<file path="config.mk">
export PLATFORM = sky130hd
export DESIGN_NAME = pipe_trace_top
export DESIGN_NICKNAME = d
export VERILOG_FILES = /design/src/pipe_pkg.sv /design/src/trace_pkg.sv /design/src/hazard_unit.sv /design/src/pipe_core.sv /design/src/pipeline_tracker.sv /design/src/trace_cfg_regs.sv /design/src/pipe_trace_top.sv
export SDC_FILE = /design/constraint.sdc
export NUM_CORES = 1
export LEC_CHECK = 0
export ABC_AREA = 1
export BUFFER_PORTS_ARGS = -buffer_cell sky130_fd_sc_hd__buf_2
export CORE_MARGIN = 2
export CORE_UTILIZATION = 50
export CTS_CLUSTER_DIAMETER = 40
export CTS_CLUSTER_SIZE = 28
export DETAILED_ROUTE_END_ITERATION = 10
export HOLD_SLACK_MARGIN = 0.1
export PLACE_DENSITY = 0.7
export SLEW_MARGIN = 25
export SYNTH_ARGS = -nofsm -noshare
export SYNTH_HDL_FRONTEND = slang
export SYNTH_HIERARCHICAL = 1
export SYNTH_SLANG_ARGS = --single-unit
export TNS_END_PERCENT = 50
</file>
<file path="constraint.sdc">
create_clock -name clk -period 8.05 [get_ports clk]
set_input_delay 1.61 -clock clk [delete_from_list [all_inputs] [get_ports clk]]
set_output_delay 1.61 -clock clk [all_outputs]
set_load 0.02 [all_outputs]
</file>
<file path="src/pipe_pkg.sv">
`default_nettype none

package pipe_pkg;

    // sequence tag carried by every instruction
    localparam int TAG_W = 8;

    // register index, r0 never takes part in a hazard
    localparam int REG_W = 3;

    // where a tracked instruction currently sits
    typedef enum logic [2:0] {
        EMPTY      = 3'd0,
        FETCH      = 3'd1,
        DECODE     = 3'd2,
        EXECUTE    = 3'd3,
        MEMORY     = 3'd4,
        WRITE_BACK = 3'd5
    } stage_t;

    typedef enum logic [2:0] {
        OP_NOP    = 3'd0,
        OP_ALU    = 3'd1,
        OP_LOAD   = 3'd2,
        OP_STORE  = 3'd3,
        OP_BRANCH = 3'd4
    } op_t;

endpackage

`default_nettype wire

</file>
<file path="src/trace_pkg.sv">
`default_nettype none

package trace_pkg;

    // free-running cycle counter and fetch stamp
    localparam int CYCLE_W = 32;

    // fetch and decode residency, saturating
    localparam int CNT_W = 4;

    // config register map
    localparam logic [1:0] CFG_CTRL    = 2'd0;
    localparam logic [1:0] CFG_RETIRED = 2'd1;
    localparam logic [1:0] CFG_FLUSHED = 2'd2;
    localparam logic [1:0] CFG_STALLS  = 2'd3;

endpackage

`default_nettype wire

</file>
<file path="src/hazard_unit.sv">
`timescale 1ns/1ns
`default_nettype none

module hazard_unit (
    input  logic                       id_valid,
    input  logic [pipe_pkg::REG_W-1:0] id_rs1,
    input  logic [pipe_pkg::REG_W-1:0] id_rs2,
    input  logic                       ex_valid,
    input  pipe_pkg::op_t              ex_op,
    input  logic [pipe_pkg::REG_W-1:0] ex_rd,
    input  logic                       ex_taken,
    input  logic                       fetch_hold,
    output logic                       pc_stall,
    output logic                       if_id_stall,
    output logic                       if_flush
);
    import pipe_pkg::*;

    logic load_in_ex;
    logic rs1_hit;
    logic rs2_hit;

    // a load writing r0 produces nothing to wait for
    assign load_in_ex = ex_valid && (ex_op == OP_LOAD) && (ex_rd != '0);

    assign rs1_hit = (id_rs1 == ex_rd);
    assign rs2_hit = (id_rs2 == ex_rd);

    // load-use, decode waits one cycle for the load
    assign if_id_stall = id_valid && load_in_ex && (rs1_hit || rs2_hit);

    assign pc_stall = if_id_stall || fetch_hold;

    // taken branch resolved in execute
    assign if_flush = ex_valid && (ex_op == OP_BRANCH) && ex_taken;

endmodule

`default_nettype wire

</file>
<file path="src/pipe_core.sv">
`timescale 1ns/1ns
`default_nettype none

module pipe_core (
    input  logic                       clk,
    input  logic                       rst,
    input  logic                       instr_valid,
    input  pipe_pkg::op_t              instr_op,
    input  logic [pipe_pkg::REG_W-1:0] instr_rd,
    input  logic [pipe_pkg::REG_W-1:0] instr_rs1,
    input  logic [pipe_pkg::REG_W-1:0] instr_rs2,
    input  logic                       instr_taken,
    input  logic [pipe_pkg::TAG_W-1:0] instr_tag,
    input  logic                       pc_stall,
    input  logic                       if_id_stall,
    input  logic                       if_flush,
    output logic                       id_valid,
    output logic [pipe_pkg::REG_W-1:0] id_rs1,
    output logic [pipe_pkg::REG_W-1:0] id_rs2,
    output logic                       ex_valid,
    output pipe_pkg::op_t              ex_op,
    output logic [pipe_pkg::REG_W-1:0] ex_rd,
    output logic                       ex_taken,
    output logic                       wb_valid,
    output pipe_pkg::op_t              wb_op,
    output logic [pipe_pkg::TAG_W-1:0] wb_tag,
    output logic                       wb_flushed
);
    import pipe_pkg::*;

    logic             accept;
    logic             if_adv;
    logic             id_adv;

    logic             if_valid;
    op_t              if_op;
    logic [REG_W-1:0] if_rd;
    logic [REG_W-1:0] if_rs1;
    logic [REG_W-1:0] if_rs2;
    logic             if_taken;
    logic [TAG_W-1:0] if_tag;

    op_t              id_op;
    logic [REG_W-1:0] id_rd;
    logic             id_taken;
    logic [TAG_W-1:0] id_tag;
    logic             id_flushed;

    logic [TAG_W-1:0] ex_tag;
    logic             ex_flushed;

    logic             mem_valid;
    op_t              mem_op;
    logic [TAG_W-1:0] mem_tag;
    logic             mem_flushed;

    assign accept = instr_valid && !pc_stall;

    // flush wins over any stall on the front end
    assign if_adv = !pc_stall || if_flush;
    assign id_adv = !if_id_stall || if_flush;

    always_ff @(posedge clk or posedge rst) begin
        if (rst) begin
            if_valid    <= 1'b0;
            id_valid    <= 1'b0;
            id_flushed  <= 1'b0;
            ex_valid    <= 1'b0;
            ex_flushed  <= 1'b0;
            mem_valid   <= 1'b0;
            mem_flushed <= 1'b0;
            wb_valid    <= 1'b0;
            wb_flushed  <= 1'b0;
        end else begin
            if (accept) begin
                if_valid <= 1'b1;
            end else if (if_adv) begin
                if_valid <= 1'b0;
            end
            if (id_adv) begin
                id_valid   <= if_adv && if_valid;
                id_flushed <= if_flush;
                ex_valid   <= id_valid;
                ex_flushed <= id_flushed || if_flush;
            end else begin
                // load-use bubble
                ex_valid   <= 1'b0;
                ex_flushed <= 1'b0;
            end
            mem_valid   <= ex_valid;
            mem_flushed <= ex_flushed;
            wb_valid    <= mem_valid;
            wb_flushed  <= mem_flushed;
        end
    end

    always_ff @(posedge clk) begin
        if (accept) begin
            if_op    <= instr_op;
            if_rd    <= instr_rd;
            if_rs1   <= instr_rs1;
            if_rs2   <= instr_rs2;
            if_taken <= instr_taken;
            if_tag   <= instr_tag;
        end
        if (if_adv) begin
            id_op    <= if_op;
            id_rd    <= if_rd;
            id_rs1   <= if_rs1;
            id_rs2   <= if_rs2;
            id_taken <= if_taken && !if_flush;
            id_tag   <= if_tag;
        end
        // flushed entries lose their taken bit so they cannot flush again
        if (id_adv) begin
            ex_op    <= id_op;
            ex_rd    <= id_rd;
            ex_taken <= id_taken && !if_flush;
            ex_tag   <= id_tag;
        end
        mem_op  <= ex_op;
        mem_tag <= ex_tag;
        wb_op   <= mem_op;
        wb_tag  <= mem_tag;
    end

endmodule

`default_nettype wire

</file>
<file path="src/pipeline_tracker.sv">
`timescale 1ns/1ns
`default_nettype none

module pipeline_tracker #(
    parameter int NUM_STAGES = 5
) (
    input  logic                          clk,
    input  logic                          rst,
    input  logic                          accept,
    input  logic                          pc_stall,
    input  logic                          if_id_stall,
    input  logic                          if_flush,
    input  logic                          wb_valid,
    input  pipe_pkg::op_t                 wb_op,
    input  logic [pipe_pkg::TAG_W-1:0]    wb_tag,
    input  logic                          wb_flushed,
    input  logic                          trace_en,
    output logic                          retire_valid,
    output logic [pipe_pkg::TAG_W-1:0]    retire_tag,
    output pipe_pkg::op_t                 retire_op,
    output logic                          retire_flushed,
    output logic [trace_pkg::CYCLE_W-1:0] retire_fetch_cycle,
    output logic [trace_pkg::CNT_W-1:0]   retire_if_cycles,
    output logic [trace_pkg::CNT_W-1:0]   retire_id_cycles,
    output logic [trace_pkg::CYCLE_W-1:0] retire_cycle
);
    import pipe_pkg::*;
    import trace_pkg::*;

    localparam int LAST = NUM_STAGES - 1;

    logic [CYCLE_W-1:0] cycle_count;
    logic               if_adv;
    logic               id_adv;

    // slot 0 is fetch, slot LAST is write-back
    stage_t             slot_stage [NUM_STAGES];
    logic [CYCLE_W-1:0] slot_fetch [NUM_STAGES];
    logic [CNT_W-1:0]   slot_if    [NUM_STAGES];
    logic [CNT_W-1:0]   slot_id    [1:NUM_STAGES-1];

    function automatic logic [CNT_W-1:0] sat_inc(input logic [CNT_W-1:0] v);
        return (v == '1) ? v : v + 1'b1;
    endfunction

    // same advance rules as the core
    assign if_adv = !pc_stall || if_flush;
    assign id_adv = !if_id_stall || if_flush;

    always_ff @(posedge clk or posedge rst) begin
        if (rst) begin
            cycle_count <= '0;
        end else begin
            cycle_count <= cycle_count + 1'b1;
        end
    end

    always_ff @(posedge clk or posedge rst) begin
        if (rst) begin
            for (int i = 0; i < NUM_STAGES; i++) begin
                slot_stage[i] <= EMPTY;
            end
        end else begin
            if (accept) begin
                slot_stage[0] <= FETCH;
            end else if (if_adv) begin
                slot_stage[0] <= EMPTY;
            end
            if (id_adv) begin
                slot_stage[1] <= (if_adv && slot_stage[0] != EMPTY) ? DECODE : EMPTY;
            end
            // held decode leaves a bubble behind it
            slot_stage[2] <= (id_adv && slot_stage[1] != EMPTY) ? EXECUTE : EMPTY;
            // past decode every slot moves each cycle, WB drains to EMPTY
            for (int i = 3; i < NUM_STAGES; i++) begin
                slot_stage[i] <= (slot_stage[i-1] != EMPTY) ? stage_t'(i + 1) : EMPTY;
            end
        end
    end

    always_ff @(posedge clk) begin
        if (accept) begin
            // stamp is the first cycle spent in fetch
            slot_fetch[0] <= cycle_count + 1'b1;
            slot_if[0]    <= CNT_W'(1);
        end else if (!if_adv) begin
            slot_if[0] <= sat_inc(slot_if[0]);
        end
        // fetch moving on means decode moves too
        if (if_adv) begin
            slot_fetch[1] <= slot_fetch[0];
            slot_if[1]    <= slot_if[0];
            slot_id[1]    <= CNT_W'(1);
        end else if (!id_adv) begin
            slot_id[1] <= sat_inc(slot_id[1]);
        end
        for (int i = 2; i < NUM_STAGES; i++) begin
            slot_fetch[i] <= slot_fetch[i-1];
            slot_if[i]    <= slot_if[i-1];
            slot_id[i]    <= slot_id[i-1];
        end
    end

    // record leaves as a single-cycle pulse while in write-back
    assign retire_valid       = trace_en && wb_valid && (slot_stage[LAST] == WRITE_BACK);
    assign retire_tag         = wb_tag;
    assign retire_op          = wb_op;
    assign retire_flushed     = wb_flushed;
    assign retire_fetch_cycle = slot_fetch[LAST];
    assign retire_if_cycles   = slot_if[LAST];
    assign retire_id_cycles   = slot_id[LAST];
    assign retire_cycle       = cycle_count;

endmodule

`default_nettype wire

</file>
<file path="src/trace_cfg_regs.sv">
`timescale 1ns/1ns
`default_nettype none

module trace_cfg_regs (
    input  logic        clk,
    input  logic        rst,
    input  logic        cfg_we,
    input  logic [1:0]  cfg_addr,
    input  logic [31:0] cfg_wdata,
    input  logic        retire_pulse,
    input  logic        flushed_pulse,
    input  logic        stall_level,
    output logic [31:0] cfg_rdata,
    output logic        trace_en,
    output logic        fetch_hold
);
    import trace_pkg::*;

    logic [31:0] retired_cnt;
    logic [31:0] flushed_cnt;
    logic [31:0] stall_cnt;

    always_ff @(posedge clk or posedge rst) begin
        if (rst) begin
            trace_en    <= 1'b1;
            fetch_hold  <= 1'b0;
            retired_cnt <= '0;
            flushed_cnt <= '0;
            stall_cnt   <= '0;
        end else begin
            if (cfg_we && cfg_addr == CFG_CTRL) begin
                trace_en   <= cfg_wdata[0];
                fetch_hold <= cfg_wdata[1];
            end
            // any write to a counter clears it
            if (cfg_we && cfg_addr == CFG_RETIRED) begin
                retired_cnt <= '0;
            end else if (retire_pulse) begin
                retired_cnt <= retired_cnt + 1'b1;
            end
            if (cfg_we && cfg_addr == CFG_FLUSHED) begin
                flushed_cnt <= '0;
            end else if (flushed_pulse) begin
                flushed_cnt <= flushed_cnt + 1'b1;
            end
            if (cfg_we && cfg_addr == CFG_STALLS) begin
                stall_cnt <= '0;
            end else if (stall_level) begin
                stall_cnt <= stall_cnt + 1'b1;
            end
        end
    end

    always_comb begin
        case (cfg_addr)
            CFG_CTRL:    cfg_rdata = {30'd0, fetch_hold, trace_en};
            CFG_RETIRED: cfg_rdata = retired_cnt;
            CFG_FLUSHED: cfg_rdata = flushed_cnt;
            CFG_STALLS:  cfg_rdata = stall_cnt;
            default:     cfg_rdata = '0;
        endcase
    end

endmodule

`default_nettype wire

</file>
<file path="src/pipe_trace_top.sv">
`timescale 1ns/1ns
`default_nettype none

module pipe_trace_top #(
    parameter int NUM_STAGES = 5
) (
    input  logic                          clk,
    input  logic                          rst,
    input  logic                          instr_valid,
    input  pipe_pkg::op_t                 instr_op,
    input  logic [pipe_pkg::REG_W-1:0]    instr_rd,
    input  logic [pipe_pkg::REG_W-1:0]    instr_rs1,
    input  logic [pipe_pkg::REG_W-1:0]    instr_rs2,
    input  logic                          instr_taken,
    input  logic [pipe_pkg::TAG_W-1:0]    instr_tag,
    input  logic                          cfg_we,
    input  logic [1:0]                    cfg_addr,
    input  logic [31:0]                   cfg_wdata,
    output logic                          fetch_stall,
    output logic [31:0]                   cfg_rdata,
    output logic                          retire_valid,
    output logic [pipe_pkg::TAG_W-1:0]    retire_tag,
    output pipe_pkg::op_t                 retire_op,
    output logic                          retire_flushed,
    output logic [trace_pkg::CYCLE_W-1:0] retire_fetch_cycle,
    output logic [trace_pkg::CNT_W-1:0]   retire_if_cycles,
    output logic [trace_pkg::CNT_W-1:0]   retire_id_cycles,
    output logic [trace_pkg::CYCLE_W-1:0] retire_cycle
);
    import pipe_pkg::*;

    logic             pc_stall;
    logic             if_id_stall;
    logic             if_flush;
    logic             accept;
    logic             trace_en;
    logic             fetch_hold;
    logic             id_valid;
    logic [REG_W-1:0] id_rs1;
    logic [REG_W-1:0] id_rs2;
    logic             ex_valid;
    op_t              ex_op;
    logic [REG_W-1:0] ex_rd;
    logic             ex_taken;
    logic             wb_valid;
    op_t              wb_op;
    logic [TAG_W-1:0] wb_tag;
    logic             wb_flushed;
    logic             flushed_retire;

    assign accept         = instr_valid && !pc_stall;
    assign fetch_stall    = pc_stall;
    assign flushed_retire = wb_valid && wb_flushed;

    pipe_core u_pipe_core (
        .clk         (clk),
        .rst         (rst),
        .instr_valid (instr_valid),
        .instr_op    (instr_op),
        .instr_rd    (instr_rd),
        .instr_rs1   (instr_rs1),
        .instr_rs2   (instr_rs2),
        .instr_taken (instr_taken),
        .instr_tag   (instr_tag),
        .pc_stall    (pc_stall),
        .if_id_stall (if_id_stall),
        .if_flush    (if_flush),
        .id_valid    (id_valid),
        .id_rs1      (id_rs1),
        .id_rs2      (id_rs2),
        .ex_valid    (ex_valid),
        .ex_op       (ex_op),
        .ex_rd       (ex_rd),
        .ex_taken    (ex_taken),
        .wb_valid    (wb_valid),
        .wb_op       (wb_op),
        .wb_tag      (wb_tag),
        .wb_flushed  (wb_flushed)
    );

    hazard_unit u_hazard_unit (
        .id_valid    (id_valid),
        .id_rs1      (id_rs1),
        .id_rs2      (id_rs2),
        .ex_valid    (ex_valid),
        .ex_op       (ex_op),
        .ex_rd       (ex_rd),
        .ex_taken    (ex_taken),
        .fetch_hold  (fetch_hold),
        .pc_stall    (pc_stall),
        .if_id_stall (if_id_stall),
        .if_flush    (if_flush)
    );

    pipeline_tracker #(
        .NUM_STAGES (NUM_STAGES)
    ) u_pipeline_tracker (
        .clk                (clk),
        .rst                (rst),
        .accept             (accept),
        .pc_stall           (pc_stall),
        .if_id_stall        (if_id_stall),
        .if_flush           (if_flush),
        .wb_valid           (wb_valid),
        .wb_op              (wb_op),
        .wb_tag             (wb_tag),
        .wb_flushed         (wb_flushed),
        .trace_en           (trace_en),
        .retire_valid       (retire_valid),
        .retire_tag         (retire_tag),
        .retire_op          (retire_op),
        .retire_flushed     (retire_flushed),
        .retire_fetch_cycle (retire_fetch_cycle),
        .retire_if_cycles   (retire_if_cycles),
        .retire_id_cycles   (retire_id_cycles),
        .retire_cycle       (retire_cycle)
    );

    // counters see every write-back, traced or not
    trace_cfg_regs u_trace_cfg_regs (
        .clk           (clk),
        .rst           (rst),
        .cfg_we        (cfg_we),
        .cfg_addr      (cfg_addr),
        .cfg_wdata     (cfg_wdata),
        .retire_pulse  (wb_valid),
        .flushed_pulse (flushed_retire),
        .stall_level   (pc_stall),
        .cfg_rdata     (cfg_rdata),
        .trace_en      (trace_en),
        .fetch_hold    (fetch_hold)
    );

endmodule

`default_nettype wire

</file>
# == After elaboration in Yosys (flattened, before gate mapping) ==
# Memory sizes are Yosys's and may differ from the RTL's.
# Index checks and enable logic that the tools add are counted.
# totals
wordCells,129
mem_count,3
ram_bits,196
reg_bits,233
input_bits,59
# classes
n_eq_ne,10
add_sub_neg,6
n_reduce_logical,37
bitwise_logic,2
mux,31
# memory_table
memory,depth,width,read_ports,rd_ports_with_merged_regs,wr,line_no,source
u_pipeline_tracker.slot_fetch,5,32,5,0,5,pipeline_tracker.sv:38,logic [CYCLE_W-1:0] slot_fetch [NUM_STAGES];
u_pipeline_tracker.slot_if,5,4,5,0,5,pipeline_tracker.sv:39,logic [CNT_W-1:0] slot_if [NUM_STAGES];
u_pipeline_tracker.slot_id,4,4,4,0,4,pipeline_tracker.sv:40,logic [CNT_W-1:0] slot_id [1:NUM_STAGES-1];
# op_table
operator,n
2-to-1 mux 32 bit,6
"adder 32 x 1 -> 32 bit, second input constant",4
case mux 32 bit (4 select lines),1
logical AND 1 bit,19
2-to-1 mux 4 bit,4
nonzero test 3 bit,5
2-to-1 mux 1 bit,14
2-to-1 mux 3 bit,4
"adder 4 x 1 -> 4 bit, second input constant",2
"== test 4 bit, second input constant",2
nonzero test 2 bit,4
== test 3 bit,2
"== test 3 bit, second input constant",2
logical OR 1 bit,5
"== test 2 bit, second input constant",2
2-to-1 mux 2 bit,2
"== test 3 x 2 -> 1 bit, second input constant",1
zero test 1 bit,3
"== test 2 x 1 -> 1 bit, second input constant",1
zero test 2 bit,1
bitwise OR 1 bit,2

# == Depth between registers and ports, before layout ==
# depth
ltp_word,12
depth_mapped,16
depth_no_buf,15

# == Hierarchy ==
# Netlist, hierarchy kept.
# modules_own_cells
mod,seq_area_each_um2,area_per_inst_um2,cells_per_inst,instances
pipeline_tracker,5610.4,7135.6,516,1
trace_cfg_regs,2453.6,6264.8,973,1
pipe_core,2377.3,2472.4,109,1
hazard_unit,0.0,165.2,40,1
pipe_trace_top,0.0,17.5,4,1

# == Least setup slack after synthesis ==
# No wires, ideal clock.
# synth_path
kind,input -> output
from,input cfg_addr[0]
to,output cfg_rdata[10]
arrival_ns,2.446
path_stages,5
setup_slack_ns,3.994
cell_sequence,inv_1 nor2_1 inv_1 clkbuf_1 o221ai_1
# synth_via
elab_chain_cells,2
# synth_rtl
element,line_no,source
"start, declared",pipe_trace_top.sv:17,"input logic [1:0] cfg_addr,"
== test 2 bit (tied with other cells),trace_cfg_regs.sv:55,case (cfg_addr)
case mux 32 bit (4 select lines) (*),trace_cfg_regs.sv:55,
"end, declared",pipe_trace_top.sv:20,"output logic [31:0] cfg_rdata,"
# Every way passes the cells marked *; elsewhere a longest branch is shown, timed or not.

# == Final worst setup path ==
# layout_path
from,input cfg_addr[1]
to,output cfg_rdata[12]
# The elaborated chain is that of the path after synthesis.

==> metrics.txt <==
I/O Pins 177; r2r endpoint u_trace_cfg_regs/flushed_cnt[20]; Cell Rows 65; cell count after placement 2,125; Critical-path top delay cell nor2_2; Leak 8.27 nW; switching part of the total power 0.256; final setup vio count 0; Die Ht 183 um; vias in the first global route 10,491; WL per Instance 16.2 um; clock power share 0.453; # DRC 0; CP required 6.44 ns; GPL Wtd Cong 0.930; RR Startpoint u_pipe_core/wb_valid; hold depth 0; Total GRT Usage 0.217; Final Max Slew Viols 0; crit path DAT 3.51 ns; Syn Nets 1,707; min-delay src u_pipeline_tracker/slot_fetch[0][82]; cells on worst reg2reg path 9; Hold EP u_pipeline_tracker/slot_fetch[0][114]; maximum number of pins on one net before global-route repair 54; die area 33,600 um^2; antenna-violating nets left 0; n_diodes 0; final WL 35.9 mm; via count of the routed design 11,412; NetSw 1.34 mW; core box area 31,600 um^2; Syn-to-layout area delta 16.4%; slew margin rel. 0.341; DR iter-0 viols 1,076; initial core utilization 0.509; mapped cell area 16,100 um^2; Slew @ Worst Pin 0.988 ns; htree depth 2; root buf cell clkbuf_16; fraction of layout cells with a size suffix above 1 0.159; fmax 196 MHz; Startpoint Class primary input; fin crit share 0.635; sequential area share after synthesis 0.650; DPL Wire Length 25.6 mm; CTS sink cnt 419; final setup TNS 0 ns; GR Overflow Total 0; Die W 183 um; critical path type in2out; Port Buffers 146; global-route wire length before repair 56.4 mm; Post-Syn Instances 1,642; fin util 0.592; final std cells w/o fill 2,216; Synth Register Bits 419; Post-CTS Hold Buffers 0; Clock Latency Late Sink 0.58 ns; Yosys Warn Count 6; crit-path max FO 26; Int Power 3.89 mW; outcome complete, no violations; combinational power share 0.061; Fill cells 2,684; CTS tree built; clock transition at the registers of the reported paths 0.08 ns; synth unique cells 39; Post-CTS Resized 0; CTS Buf Count 49; worst-case clock buffer depth 3; post-route clock skew 0.0261 ns; Final Hold Viols 0; maximum vdd drop 210 uV; fin crit period 5.12 ns; post-CTS setup buffer count 0; max_cap viols 0; R2R setup slack 5.52 ns; Pwr Density 280 nW/um^2; Via density 5.15; hold slack 0.325 ns; Synth Area per Inst 9.78 um^2; slowest stage delay, CP 0.75 ns; Final #Nets 1,839; CP endpoint kind output port; Hold Path Class reg2reg; Sequential Power Share 0.486; worst path cell trace buf_2 > inv_1 > nor2_2 > inv_1 > o211ai_1 > buf_2; DRT Pass-1 Iters 6; initial antenna violation count 1; unrepaired setup endpoints after global routing false
[Yosys cell counts, drive strengths merged]
cell type	n	share of area
mux2	2	0.0014
nand3	108	0.035
o221ai	12	0.0065
dfrtp	143	0.22
and2	5	0.0019
a2bb2oi	1	0.00055
buf	56	0.026
edfxtp	133	0.25
o21bai	2	0.00093
dfstp	1	0.0016
o21ai	35	0.011
clkbuf	17	0.0040
a31oi	2	0.00078
nand2	420	0.10
nand4	13	0.0051
nor2	267	0.069
nand3b	11	0.0051
o2111ai	2	0.0011
ha	6	0.0047
inv	153	0.036
nor3b	2	0.00093
o211ai	12	0.0056
o31ai	1	0.00047
a21boi	2	0.00093
xnor2	5	0.0027
dfxtp	142	0.18
a21oi	64	0.020
nor3	12	0.0037
xor2	11	0.0060
and3	2	0.00078
[logic make-up after synthesis]
logic type	Yosys count	share of synthesized area
AOI/OAI and AO/OA	133	0.0478
xor gates and xnor gates	16	0.00873
adders and majority gates	6	0.00468
buffers and inverters	226	0.0654
DFF	419	0.650
muxes	2	0.00140
and+or+nand+nor	840	0.222
[per-layer routing]
metal  global-route usage  vias up  part of all wire
met1                0.315     5296              0.45
met5                    0        -           0.00031
met2                0.324      489              0.43
met3               0.0473       81             0.087
met4               0.0733        2             0.030
li1                     -     5544                 -
[stage by stage]
| step | power (mW) | area [um^2] | worst slack (ns) |
|---|---|---|---|
| 6_report | 5.22 | 18700 | 2.93 |
| 3_5_place_dp | 2.90 | 16900 | 2.94 |
| 4_1_cts | 5.28 | 18700 | 2.94 |
| 3_3_place_gp | 2.89 | 16900 | 2.91 |
| 5_1_grt | 5.42 | 18700 | 2.78 |
| 2_1_floorplan | 2.81 | 16100 | 3.88 |
[registers in the layout (all words and copies together), names as in the netlist, 5 cells and up]
signal,cells
u_pipe_core/mem_tag,8
u_pipeline_tracker/slot_fetch,160
u_pipeline_tracker/slot_if,20
u_pipe_core/id_tag,8
u_pipeline_tracker/slot_stage,5
u_pipeline_tracker/slot_id,16
u_pipe_core/if_tag,8
u_pipe_core/wb_tag,8
u_pipeline_tracker/retire_cycle,32
u_trace_cfg_regs/stall_cnt,32
u_trace_cfg_regs/retired_cnt,32
u_trace_cfg_regs/flushed_cnt,32
u_pipe_core/ex_tag,8
[worst max-delay path: cells and delay by family]
kind                   cells  cell delay, ns
and+or+nand+nor            1            0.75
buffers and inverters      4            0.80
AOI/OAI and AO/OA          1            0.34
[cell type report]
type	count	area, um^2	share of cell area
Clock buffer	53	1270	0.0681
Clock inverter	38	538	0.0288
Inverter	153	577	0.0309
Multi-Input combinational cell	997	4560	0.244
Sequential cell	419	10400	0.559
Tap cell	402	503	0.0269
Timing Repair Buffer	154	791	0.0423
[power groups by stage]
stage / Clock (mW) / Sequential, mW / Combinational (mW)
2_1_floorplan: 0 / 2.54 / 0.264
3_3_place_gp: 0 / 2.58 / 0.310
3_5_place_dp: 0 / 2.58 / 0.320
4_1_cts: 2.42 / 2.54 / 0.320
5_1_grt: 2.51 / 2.57 / 0.350
6_report: 2.37 / 2.54 / 0.318
[cells in the final DEF (no fill, tap or decap), types with 9 or more instances in the layout]
cell       Yosys  final
nand2_1      411    411
nor2_1       243    243
inv_1        148    147
buf_2          2    146
dfrtp_1      143    143
dfxtp_1      142    142
edfxtp_1     133    133
nand3_1      105    105
a21oi_1       64     64
clkbuf_16      0     50
o21ai_0       34     34
nor2_2        15     15
nand4_1       13     13
nor3_1        12     12
o211ai_1      12     12
o221ai_1      12     12
nand3b_1      11     11
xor2_1        11     11
nor2_4         9      9
[worst max-delay path by stage]
stage	slack, ns	to	start
2_1_floorplan	3.88	u_trace_cfg_regs/fetch_hold	rst
3_3_place_gp	2.91	cfg_rdata[12]	cfg_addr[1]
3_5_place_dp	2.94	cfg_rdata[12]	cfg_addr[1]
4_1_cts	2.94	cfg_rdata[12]	cfg_addr[1]
5_1_grt	2.78	cfg_rdata[12]	cfg_addr[1]
6_report	2.93	cfg_rdata[12]	cfg_addr[1]
Power figures use the tool's default switching activity.
